**src/design/frame_ram.sv**
```systemverilog
`timescale 1ns/1ps

module frame_ram #(
    parameter type word_t = logic,
    parameter int DEPTH = 16
) (
    input  logic                     clk_in,
    input  logic                     we,
    input  logic [$clog2(DEPTH)-1:0] waddr,
    input  word_t                    wdata,
    input  logic [$clog2(DEPTH)-1:0] raddr_a,
    input  logic [$clog2(DEPTH)-1:0] raddr_b,
    output word_t                    rdata_a,
    output word_t                    rdata_b
);

    word_t mem [DEPTH];

    // one write port, two registered read ports
    always_ff @(posedge clk_in) begin
        if (we) begin
            mem[waddr] <= wdata;
        end
        // read returns the old word on a same-address write
        rdata_a <= mem[raddr_a];
        rdata_b <= mem[raddr_b];
    end

endmodule

```
**config.mk**
```make
export PLATFORM = sky130hd
export DESIGN_NAME = frame_ram
export DESIGN_NICKNAME = d
export VERILOG_FILES = /design/src/design/frame_ram.sv
export SDC_FILE = /design/constraint.sdc
export NUM_CORES = 1
export LEC_CHECK = 0
export ABC_AREA = 1
export BUFFER_PORTS_ARGS = -buffer_cell sky130_fd_sc_hd__buf_4
export CAP_MARGIN = 20
export CELL_PAD_IN_SITES_DETAIL_PLACEMENT = 1
export CELL_PAD_IN_SITES_GLOBAL_PLACEMENT = 2
export CORE_ASPECT_RATIO = 0.6
export CORE_MARGIN = 1.5
export CORE_UTILIZATION = 31
export CTS_CLUSTER_DIAMETER = 80
export DETAILED_ROUTE_END_ITERATION = 10
export GPL_TIMING_DRIVEN = 0
export PLACE_DENSITY = 0.79
export SLEW_MARGIN = 20
export SYNTH_ARGS = -nofsm -noshare
export SYNTH_HDL_FRONTEND = slang
export SYNTH_SLANG_ARGS = --single-unit
```
**constraint.sdc**
```tcl
create_clock -name clk_in -period 1.1 [get_ports clk_in]
set_input_delay 0.11 -clock clk_in [delete_from_list [all_inputs] [get_ports clk_in]]
set_output_delay 0.11 -clock clk_in [all_outputs]
set_load 0.02 [all_outputs]
```
==> flow_summary.toml, run 1 <==
[layout]
n_antenna_cell = 0
drive_gt1_share_pct = 17.1
syn_to_final_growth_pct = 19.4
post-route-util_pct = 38.5
num-nets-final = 169

[synthesis]
synthArstFlopShare_pct = 0
ys_warn_count = 0
synth_top_cell_area_share_pct = 46.0
synth_top_cells_by_count = "nand2_1 (36), nand3_1 (29), inv_1 (26)"
postSynthNetCount = 150
ys_types = 13
synth_area_leaders = "edfxtp_1 (46%), nand3_1 (14%), nand2_1 (13%)"
ys_seq_elements = 18
post_synth.cell_area_avg_sq_um = 7.74
synth_area_sq_um = 1040
ys.flop_type = "edfxtp_1"
synth_cells = 135
synth_edf_count = 16
yosys.area.top_type = "edfxtp_1"
yosysSeqAreaShare_pct = 49.8
synth_most_common_cell = "nand2_1"

[global_route]
grt_pass1_wl_um = 4210
grt_busiest_layer = "met2"
overflow = 0
met3_usage_pct = 4.00
gr-usage-all-layers_pct = 15.7
met1_usage_pct = 21.1
grtUsageMet2_pct = 26.8
grt_pass1_vias = 867
grt_antenna_before_repair = 0
grt_start_max_net_pins = 17

[clock_network]
cts_tree = "built"
root_buffer = "clkbuf_8"
cts_buffers = 3
cts_hold_buf = 0
cts_resized = 0
cts.sinks = 18
clock_latency_ps = 250
postCtsSetupBuffers = 0
clk_pin_slew_ps = 70
ctsHtreeMaxLevel = 1
clock_path_buffers = 2

[setup_path]
worst_ep_arrival_time_ps = 1130
crit_buf_inv = 1
critPathMaxFanout = 2
crit_cells = 6
end_kind = "flip-flop"
reg2reg_depth = 6
cp_slowest_cell = "edfxtp_1"
cp_slowest_stage_delay_ps = 370
path_common_cell = "nand3_1"
crit_path_start_kind = "flip-flop"
cp_top_family = "simple AND/OR/NAND/NOR gates"
crit_path_cell_trace = "inv_1, nand2_1, nand3_1, nand3_1, nand3_1, nand2_1"
critPathKind = "reg2reg"
required_ps = 1250

[timing]
fin_setup_tns_ps = 0
setup_viol = 0
finalClockSkew_ps = 0.923
period_minus_slack_ps = 982
final_hold_viol_count = 0
worst_slew_pin_slew_ps = 222
max_freq_ghz = 1.02
drv_slew = 0
rsz0062_at_grt = "false"
min_period_over_period_pct = 89.3
slew_headroom_pct = 85.1

[floorplanning]
num_io_pins = 17
design.die.area_sq_um = 3740
fp.dieW_um = 77.9
rows = 16
coreArea_sq_um = 3240
start_util_pct = 32.2
die_h_um = 48.0

[placement]
dp_hpwl_um = 2330
gp_congestion = 0.849
portBuffers = 14

[power_and_ir_drop]
leakagePower_uw = 0.000581
ir_worst_vdd_v = 0.000394
p_per_area_nw_per_um2 = 1170

[route]
firstDrtPassIters = 4
ant_nets = 0
wire_per_inst_um = 14.0
via_per_inst = 4.67
num_vias = 920
first_iter_violations = 22
wirelength_um = 2760
drc_errors = 0

[min_path]
hp-class = "in2reg"
hold_depth = 3

[run]
cap_violations = 0

[run_status]
outcome = "complete, no violations"
## where the power goes
part | internal, uW | switching (uW) | leakage (uW)
Combinational | 89.0 | 142 | 0.000398
Clock | 243 | 217 | 0.0000216
Sequential | 764 | 5.80 | 0.000161
Total | 1100 | 365 | 0.000581
## registers in the layout, summed over array words and instances (netlist names)
signal and flops:
mem 16, rdata_a 1, rdata_b 1
## metrics by stage
step,total power [uW],area [sq um],setup WS (ps),hold slack (ps),std cells
floorplan,912,1040,278,209,135
global placement,1000,1210,140,341,194
detailed placement,1020,1210,82.6,350,194
CTS,1480,1250,107,84.3,197
global route,1530,1250,37.8,94.3,197
finish,1460,1250,118,87.0,197
## final cells by class
type / count / area [sq um]
Buffer: 2 / 22.5
Clock buffer: 3 / 41.3
Fill cell: 416 / 2000
Inverter: 29 / 116
Multi-Input combinational cell: 86 / 385
Sequential cell: 18 / 520
Tap cell: 45 / 56.3
Timing Repair Buffer: 14 / 105
## worst reg2reg max path: cells and delay by family (launching register included)
| family | cells | cell delay (ps) |
|---|---|---|
| flops | 1 | 370 |
| buf+inv | 1 | 80 |
| simple gates | 5 | 430 |
## path summary, 6_finish.rpt
kind | start | end | slack [ps]
min | raddr_a[3] | rdata_a | 90
max reg2reg | mem[3] | rdata_a | 120
min reg2reg | mem[5] | rdata_b | 720
max | mem[3] | rdata_a | 120
## kinds of logic (layout without fill, tap and decap cells)
logic type | after synthesis | count (layout) | synth area share, %
buf+inv | 31 | 48 | 13.3
flops | 18 | 18 | 49.8
simple gates | 86 | 86 | 36.9
## metal layers
| layer | share of wire (%) | up-vias | wire [um] |
|---|---|---|---|
| li1 | - | 467 | - |
| met4 | 0.36 | 0 | 10 |
| met5 | 0 | - | 0 |
| met1 | 51 | 440 | 1400 |
| met2 | 46 | 11 | 1260 |
| met3 | 3.1 | 2 | 85 |
## layout by cell type (no fill, tap or decap)
cell type and count:
nand3_1 29, buf_4 14, nor3_1 8, nand2_1 36, buf_6 2, nor2_1 8, clkbuf_8 3, inv_1 26
inv_6 1, inv_4 1, dfxtp_1 2, nand3_2 1, clkinv_1 1, nand2_2 4, edfxtp_1 16
(Power assumes the default switching activity.)
==> run 2: changes to the inputs <==
- RECOVER_POWER: not set -> 50
==> run 2 against run 1 <==
  * Setup slack got worse by 2.0 ps
  * Sequential power about the same
  * Count of clock-buffer cells in the layout unchanged
  * First-iteration DRC count is 23% higher
  * Via count unchanged
  * Final cell count stayed put
  * Largest cell class unchanged
==> flow_summary.toml, run 2 (synthesized netlist as in run 1, its figures left out) <==
[layout]
largest_register = "mem"
drive_gt1_share_pct = 15.8
layout_commonest_cell = "nand2_1"
syn_to_final_growth_pct = 18.7
n_antenna_cell = 0
largest_reg_flops = 16
reg.largest.list = "mem: 16 flops, rdata_a: 1 flops, rdata_b: 1 flops"
post-route-util_pct = 38.2
final_cells = 197
final_cell_mix = "nand2_1 (36), nand3_1 (29), inv_1 (26)"
num-nets-final = 169

[timing]
setup_viol = 0
fin_setup_tns_ps = 0
max_freq_ghz = 1.02
period_minus_slack_ps = 984
fin_ws_ps = 116
whs_ps = 87.0
drv_slew = 0
rsz0062_at_grt = "false"
finalClockSkew_ps = 0.923
worst_slew_pin_slew_ps = 628
slew_headroom_pct = 58.2
min_period_over_period_pct = 89.5
final_hold_viol_count = 0

[setup_path]
r2r_start = "mem[3]"
worst_ep_arrival_time_ps = 1140
critPathKind = "reg2reg"
r2r-end = "rdata_a"
crit_path_start_kind = "flip-flop"
required_ps = 1250
crit_path_cell_trace = "inv_1, nand2_1, nand3_1, nand3_1, nand3_1, nand2_1"
path_common_cell = "nand3_1"
r2r_slack_ps = 120
cp_slowest_cell = "edfxtp_1"
end_kind = "flip-flop"
reg2reg_depth = 6
critPathMaxFanout = 2
cp_top_family = "simple AND/OR/NAND/NOR gates"
crit_buf_inv = 1
cp_slowest_stage_delay_ps = 370

[floorplanning]
start_util_pct = 32.2
die_h_um = 48.0
coreArea_sq_um = 3240
rows = 16
num_io_pins = 17
design.die.area_sq_um = 3740
fp.dieW_um = 77.9

[placement]
dp_hpwl_um = 2330
dp_slack_ps = 82.6
dp_cells = 194
gp_congestion = 0.849
portBuffers = 14

[global_route]
overflow = 0
grt_pass1_vias = 867
gr-usage-all-layers_pct = 15.7
grt_pass1_wl_um = 4210
grt_start_max_net_pins = 17
grt_antenna_before_repair = 0

[route]
via_per_inst = 4.67
num_vias = 920
ant_nets = 0
wirelength_um = 2760
met1_length_um = 1410
first_iter_violations = 27
met3_length_um = 83
firstDrtPassIters = 4
wl_met2_um = 1260
wire_per_inst_um = 14.0
drc_errors = 0
top_layer = "met4"

[min_path]
hold_depth = 3
hp-class = "in2reg"
min_to = "rdata_a"
hold_start = "raddr_a[3]"

[power_and_ir_drop]
pwr-share-comb_pct = 15.7
swShare_pct = 25.1
seqPwrFrac_pct = 52.8
ir_worst_vdd_v = 0.000394
pwr-share-clk_pct = 31.6
p_per_area_nw_per_um2 = 1180
p_int_uw = 1090
p_switching_uw = 366
leakagePower_uw = 0.000574

[clock_network]
postCtsSetupBuffers = 0
clock_path_buffers = 2
ctsHtreeMaxLevel = 1
root_buffer = "clkbuf_8"
cts.sinks = 18
cts_hold_buf = 0
clock_latency_ps = 250
cts_buffers = 3
cts_resized = 0
clk_pin_slew_ps = 70
cts_tree = "built"

[run_status]
outcome = "complete, no violations"

[run]
cap_violations = 0
==> run 2: worst max-delay path by stage <==
stage          depth (start not counted)  slack (ps)  startpoint       to
2_1_floorplan                          6         280      mem[6]  rdata_b
3_3_place_gp                           4         140    waddr[0]  mem[10]
3_5_place_dp                           3          80          we   mem[3]
4_1_cts                                6         110     mem[11]  rdata_a
5_1_grt                                6          40     mem[15]  rdata_b
6_report                               6         120      mem[3]  rdata_a
==> run 2: layer usage <==
metal	vias to the layer above	GRT usage (%)
met2	11	26.8
met5	-	0
met1	440	21.1
met3	2	4.00
li1	467	-
met4	0	2.50
==> run 2: tightest hold or removal path: stages <==
cell and delay [ps]:
buf_4 80, nand3_1 70, nand2_1 50
==> run 2: cell type report <==
cell class / count / area (sq um)
timing repair buffer: 14 / 97.6
inverter: 29 / 116
sequential: 18 / 520
tap: 45 / 56.3
buffer: 2 / 22.5
multi-input combinational: 86 / 385
fill: 415 / 2000
clock buffer: 3 / 41.3
==> run 2: power by group through the flow <==
stage | logic (uW) | clock network (uW) | registers [uW]
floorplan | 118 | 0 | 794
global placement | 221 | 0 | 783
detailed placement | 232 | 0 | 785
CTS | 233 | 473 | 770
global route | 255 | 499 | 772
finish | 228 | 460 | 770
==> run 2: stage by stage <==
| stage | power (uW) | area, sq um |
|---|---|---|
| finish | 1460 | 1240 |
| global route | 1530 | 1240 |
| CTS | 1480 | 1250 |
| detailed placement | 1020 | 1210 |
| global placement | 1000 | 1210 |
| floorplan | 912 | 1040 |
