## src/design/ccl_pkg.sv

```systemverilog
package ccl_pkg;

    // default frame geometry
    parameter int FRAME_W = 32;
    parameter int FRAME_H = 24;
    // pixel address, log2 of pixel count
    parameter int PIX_W = $clog2(FRAME_W * FRAME_H);
    parameter int COORD_W = 6;

    // label table depth, label 0 means background
    parameter int MAX_LABELS = 64;
    parameter int LABEL_W = $clog2(MAX_LABELS);

    parameter int AREA_W = 16;
    parameter int SUM_W = 24;
    parameter int DEFAULT_MIN_AREA = 8;

    typedef logic [LABEL_W-1:0] label_t;
    typedef logic [AREA_W-1:0] area_t;
    typedef logic [SUM_W-1:0] sum_t;
    typedef logic [COORD_W-1:0] coord_t;

    // top level frame phases
    typedef enum logic [2:0] {
        PH_IDLE, PH_STORE, PH_SCAN, PH_FOLD, PH_RANK, PH_DONE
    } frame_phase_t;

endpackage

```

## src/design/blob_ranker.sv

```systemverilog
`timescale 1ns/1ps

module blob_ranker import ccl_pkg::*; #(
    parameter int MAX_LABELS = ccl_pkg::MAX_LABELS,
    parameter int MIN_AREA = DEFAULT_MIN_AREA
) (
    input  logic       clk_in,
    input  logic       rst_in,
    input  logic       rank_start,
    output label_t     rd_label,
    input  area_t      rd_area,
    input  sum_t       rd_sum_x,
    input  sum_t       rd_sum_y,
    output logic       rank_done,
    output area_t      area_out [3],
    output coord_t     com_x_out [3],
    output coord_t     com_y_out [3],
    output logic [1:0] blob_count_out
);

    typedef enum logic [1:0] {RK_IDLE, RK_SCAN, RK_DIV} rk_state_t;

    rk_state_t st;
    logic [1:0] pos;
    logic div_start, done_x, done_y, last;
    sum_t div_sx, div_sy;
    area_t div_area;
    coord_t q_x, q_y;

    assign last = (rd_label == label_t'(MAX_LABELS - 1));

    always_ff @(posedge clk_in) begin
        if (rst_in) begin
            st <= RK_IDLE;
            rank_done <= 1'b0;
            div_start <= 1'b0;
        end else begin
            rank_done <= 1'b0;
            div_start <= 1'b0;
            case (st)
                RK_IDLE: begin
                    if (rank_start) begin
                        rd_label <= '0;
                        blob_count_out <= '0;
                        for (int i = 0; i < 3; i++) begin
                            area_out[i] <= '0;
                            com_x_out[i] <= '0;
                            com_y_out[i] <= '0;
                        end
                        st <= RK_SCAN;
                    end
                end
                RK_SCAN: begin
                    // strictly greater, so lower labels keep ties
                    if (rd_area >= area_t'(MIN_AREA) && rd_area > area_out[2]) begin
                        if (rd_area > area_out[0]) begin
                            pos <= 2'd0;
                            area_out[2] <= area_out[1];
                            com_x_out[2] <= com_x_out[1];
                            com_y_out[2] <= com_y_out[1];
                            area_out[1] <= area_out[0];
                            com_x_out[1] <= com_x_out[0];
                            com_y_out[1] <= com_y_out[0];
                            area_out[0] <= rd_area;
                        end else if (rd_area > area_out[1]) begin
                            pos <= 2'd1;
                            area_out[2] <= area_out[1];
                            com_x_out[2] <= com_x_out[1];
                            com_y_out[2] <= com_y_out[1];
                            area_out[1] <= rd_area;
                        end else begin
                            pos <= 2'd2;
                            area_out[2] <= rd_area;
                        end
                        if (blob_count_out != 2'd3) begin
                            blob_count_out <= blob_count_out + 1'b1;
                        end
                        div_sx <= rd_sum_x;
                        div_sy <= rd_sum_y;
                        div_area <= rd_area;
                        div_start <= 1'b1;
                        st <= RK_DIV;
                    end else if (last) begin
                        rank_done <= 1'b1;
                        st <= RK_IDLE;
                    end else begin
                        rd_label <= rd_label + 1'b1;
                    end
                end
                RK_DIV: begin
                    // same width dividers finish together
                    if (done_x && done_y) begin
                        com_x_out[pos] <= q_x;
                        com_y_out[pos] <= q_y;
                        if (last) begin
                            rank_done <= 1'b1;
                            st <= RK_IDLE;
                        end else begin
                            rd_label <= rd_label + 1'b1;
                            st <= RK_SCAN;
                        end
                    end
                end
                default: st <= RK_IDLE;
            endcase
        end
    end

    centroid_divider #(.DIVIDEND_W(SUM_W)) u_div_x (
        .clk_in (clk_in), .rst_in (rst_in), .start (div_start),
        .dividend (div_sx), .divisor (div_area), .done (done_x), .quotient (q_x)
    );

    centroid_divider #(.DIVIDEND_W(SUM_W)) u_div_y (
        .clk_in (clk_in), .rst_in (rst_in), .start (div_start),
        .dividend (div_sy), .divisor (div_area), .done (done_y), .quotient (q_y)
    );

endmodule

```

## src/design/centroid_divider.sv

```systemverilog
`timescale 1ns/1ps

module centroid_divider import ccl_pkg::*; #(
    parameter int DIVIDEND_W = SUM_W
) (
    input  logic                  clk_in,
    input  logic                  rst_in,
    input  logic                  start,
    input  logic [DIVIDEND_W-1:0] dividend,
    input  area_t                 divisor,
    output logic                  done,
    output coord_t                quotient
);

    logic [DIVIDEND_W-1:0] q, q_next;
    logic [AREA_W-1:0] rem, rem_next;
    logic [AREA_W:0] trial;
    area_t dvs;
    logic [$clog2(DIVIDEND_W+1)-1:0] cnt;
    logic busy;

    // shift in the next dividend bit, subtract if it fits
    always_comb begin
        trial = {rem, q[DIVIDEND_W-1]};
        if (trial >= {1'b0, dvs}) begin
            rem_next = AREA_W'(trial - {1'b0, dvs});
            q_next = {q[DIVIDEND_W-2:0], 1'b1};
        end else begin
            rem_next = trial[AREA_W-1:0];
            q_next = {q[DIVIDEND_W-2:0], 1'b0};
        end
    end

    always_ff @(posedge clk_in) begin
        if (rst_in) begin
            busy <= 1'b0;
            done <= 1'b0;
        end else begin
            done <= 1'b0;
            if (start) begin
                q <= dividend;
                rem <= '0;
                dvs <= divisor;
                cnt <= '0;
                busy <= 1'b1;
            end else if (busy) begin
                q <= q_next;
                rem <= rem_next;
                cnt <= cnt + 1'b1;
                // last bit lands straight in the held quotient
                if (cnt == DIVIDEND_W - 1) begin
                    busy <= 1'b0;
                    done <= 1'b1;
                    quotient <= q_next[COORD_W-1:0];
                end
            end
        end
    end

endmodule

```

## config.mk

```make
export PLATFORM = sky130hd
export DESIGN_NAME = blob_ranker
export DESIGN_NICKNAME = d
export VERILOG_FILES = /design/src/design/ccl_pkg.sv /design/src/design/blob_ranker.sv /design/src/design/centroid_divider.sv
export SDC_FILE = /design/constraint.sdc
export NUM_CORES = 1
export LEC_CHECK = 0
export BUFFER_PORTS_ARGS = -buffer_cell sky130_fd_sc_hd__buf_2
export CAP_MARGIN = 40
export CORE_MARGIN = 2
export CORE_UTILIZATION = 55
export CTS_CLUSTER_SIZE = 40
export DETAILED_ROUTE_END_ITERATION = 7
export MAX_ROUTING_LAYER = met4
export PLACE_DENSITY = 0.76
export REMOVE_ABC_BUFFERS = 1
export SETUP_SLACK_MARGIN = 0.05
export SLEW_MARGIN = 20
export SYNTH_ARGS = -nofsm -noshare
export SYNTH_HDL_FRONTEND = slang
export SYNTH_SLANG_ARGS = --single-unit
```

## constraint.sdc

```tcl
create_clock -name clk_in -period 7.3 [get_ports clk_in]
set_input_delay 0.73 -clock clk_in [delete_from_list [all_inputs] [get_ports clk_in]]
set_output_delay 0.73 -clock clk_in [all_outputs]
set_load 0.05 [all_outputs]
```

==> results_dict.tcl <==
set metrics [dict create \
    finalNonFillerCells 1686 \
    fin_crit_ns 3.43 \
    crit_chain "inv_1 > ha_1 > nor2b_1 > o211ai_1 > a2111oi_0 > a211o_1 > o21ai_1 > or2_2 > nor2_4 > buf_4 > buf_16" \
    synth_area_leader_cell "edfxtp_1" \
    post_dp_cell_area_mm2 0.0156 \
    setup_viol 0 \
    synth.distinct_cells 69 \
    drive_gt1_share_pct 23.3 \
    placedCellCount 1627 \
    p_seq_share_pct 42.0 \
    grt_use_total_pct 23.0 \
    rsz0062_at_grt "no" \
    async_flop_share_pct 0 \
    hold_start "rd_sum_x[18]" \
    ctsResizeCount 0 \
    path_clk_slew_ns 0.06 \
    clock-sinks 284 \
    synth_area_leaders "edfxtp_1 57%, ha_1 7.6%, mux2_2 5.6%, mux2i_1 3.4%, nor2_1 2.7%" \
    leakagePower_nw 6.66 \
    synth_compound_area_share_pct 8.67 \
    p_per_area_mw_per_mm2 326 \
    rows 59 \
    post-route-period-util_pct 47.0 \
    r2r_setup_slack_ns 3.87 \
    nNetsFinal 1483 \
    whs_path_depth 1 \
    antenna_found_initial 1 \
    reg2regPathDepth 11 \
    grt_pass1_wl_um 50200 \
    ys_seq_area_share_pct 58.6 \
    cts_root_buf "clkbuf_16" \
    drc 0 \
    fin_util_pct 64.1 \
    first_global_vias 9799 \
    vdd_drop_max_v 0.000301 \
    antenna_left 0 \
    cts_tree "built" \
    comb_power_share_pct 31.1 \
    min-delay-path-class "in -> reg" \
    crit_required_ns 7.52 \
    synth_edf_count 276 \
    grt_max_degree 68 \
    multi_input_area_mm2 0.00544 \
    avgRoutedWirePerCell_um 18.3 \
    via_per_inst 5.73 \
    p_sw_share_pct 35.5 \
    path_class "reg -> reg" \
    core_mm2 0.0259 \
    internal_power_mw 3.50 \
    ys_seq_elements 284 \
    netlist_area_mm2 0.0144 \
    p_sw_mw 1.92 \
    path_buf_inv 3 \
    synthMuxAreaShare_pct 9.02 \
    crit_family "compound AO/OA/AOI/OAI gates" \
    synth_common_cells "276 x edfxtp_1, 102 x nor2_1, 96 x inv_1" \
    crit_fanout 52 \
    post_cts_buffers 0 \
    cp_slowest_cell "a2111oi_0" \
    cts_hold_buf 0 \
    cp-end-kind "register" \
    drt-pass1-iter-count 5 \
    place_congestion 0.877 \
    ys_warn_count 0 \
    slowest_delay_ns 0.56 \
    critPathArrivalTime_ns 3.65 \
    worstHoldEndpoint "div_sx[18]" \
    vias 9669 \
    area_growth_pct 15.1 \
    initial_core_util_pct 55.7 \
    synth_fa_ha_area_share_pct 7.91 \
    clk_latency_ns 0.55 \
    clockPowerShare_pct 26.9 \
    synthSimpleGateAreaFrac_pct 10.3 \
    final-hold-violation-count 0 \
    synth_top_area_share_pct 57.5 \
    hpwlAfterDp_um 21200 \
    cts_buffers 30 \
    yosysMostFrequentCell "edfxtp_1" \
    start_kind "register" \
    die_w_um 166 \
    htreeDepth 1 \
    drtIter0Drc 714 \
    avgSynthCellArea_um2 12.4 \
    final_cell_area_mm2 0.0166 \
    die_area_mm2 0.0275 \
    status "completed" \
    clock_skew_ns 0.0104 \
    r2r-start "area_out[1]" \
    synth_xor_area_share_pct 1.58 \
    grt_overflow 0 \
    cts_buffer_depth 3 \
    slew_headroom_pct 50.1 \
    tightest_slew_ns 0.748 \
    synth_top_family_by_area "simple AND/OR/NAND/NOR gates" \
    syn_inst 1159 \
    regArea_mm2 0.00845 \
    maxCapViolCount 0 \
    drt-total-wl_um 30800 \
    fillers 1951 \
    synth_ff_type "edfxtp_1" \
    slew_violations 0 \
    io_buffers 159 \
    die_y_um 166 \
    io_pins 160 \
    fin_tns_setup_ns 0 \
    reg2reg_to "div_sy[18]" \
    max_freq_mhz 292 \
]
## per-stage QoR
stage               total power, mW  hold WS, ns  setup WS, ns
global placement               3.91        0.400          3.32
floorplan                      3.51        0.400          1.19
global route                   5.68        0.339          3.71
CTS                            5.43        0.339          3.72
finish                         5.42        0.357          3.87
detailed placement             3.97        0.405          3.23
## logic make-up after synthesis
group	after synthesis
AOI/OAI and AO/OA	183
muxes	121
DFF	284
xor gates and xnor gates	26
and+or+nand+nor	314
adders and majority gates	90
buffers and inverters	141
## layout by cell type, fill, tap and decap left out, types with 16 or more instances in the layout
master and instances:
mux2_2 72, buf_4 16, edfxtp_1 276, ha_1 87, clkbuf_16 31, o21ai_0 18, xnor2_1 17, mux2i_1 49
nor2_1 99, a22oi_1 24, nand3_1 21, inv_1 96, nand2_1 88, a21oi_1 44, a21boi_0 18, buf_2 159
## sequential cells by signal, summed over array words and instances (netlist names), 5 cells and up
register,cells
area_out,48
com_x_out,18
com_y_out,18
div_area,16
div_sx,24
div_sy,24
rd_label,6
u_div_x.cnt,5
u_div_x.dvs,16
u_div_x.q,24
u_div_x.quotient,6
u_div_x.rem,16
u_div_y.cnt,5
u_div_y.q,24
u_div_y.quotient,6
u_div_y.rem,16
## worst max-delay path by stage
stage,end,start,slack [ns],cells after the start
floorplan,div_area[0],st[1],1.19,5
finish,div_sy[18],area_out[1],3.87,11
detailed placement,div_sy[17],rd_area[1],3.23,10
CTS,div_sy[18],area_out[1],3.72,10
global placement,div_sy[16],rd_area[1],3.32,10
global route,u_div_x.rem[2],u_div_x.dvs[1],3.71,10
## per-layer routing
layer	up-vias	track usage, %	wire (µm)
met5	-	-	0
met4	0	6.20	691
met3	54	2.84	1470
met2	256	38.2	15200
met1	4743	30.2	13500
li1	4616	-	-
## layout make-up
cell class	instances	area share, %
flip-flops and latches	284	50.9
multi-input cells	734	32.8
repair buffers	178	5.84
clock buffers	37	4.81
well taps	335	2.53
inverters	98	2.22
clock inverters	19	0.889
diodes	1	0.0151
## power by group through the flow
stage	sequential [mW]	clock [mW]	combinational (mW)
global route	2.30	1.55	1.83
CTS	2.28	1.48	1.68
global placement	2.30	0	1.61
floorplan	2.70	0	0.815
finish	2.28	1.46	1.68
detailed placement	2.31	0	1.67
Note: power is estimated with default switching activity, not from simulation.
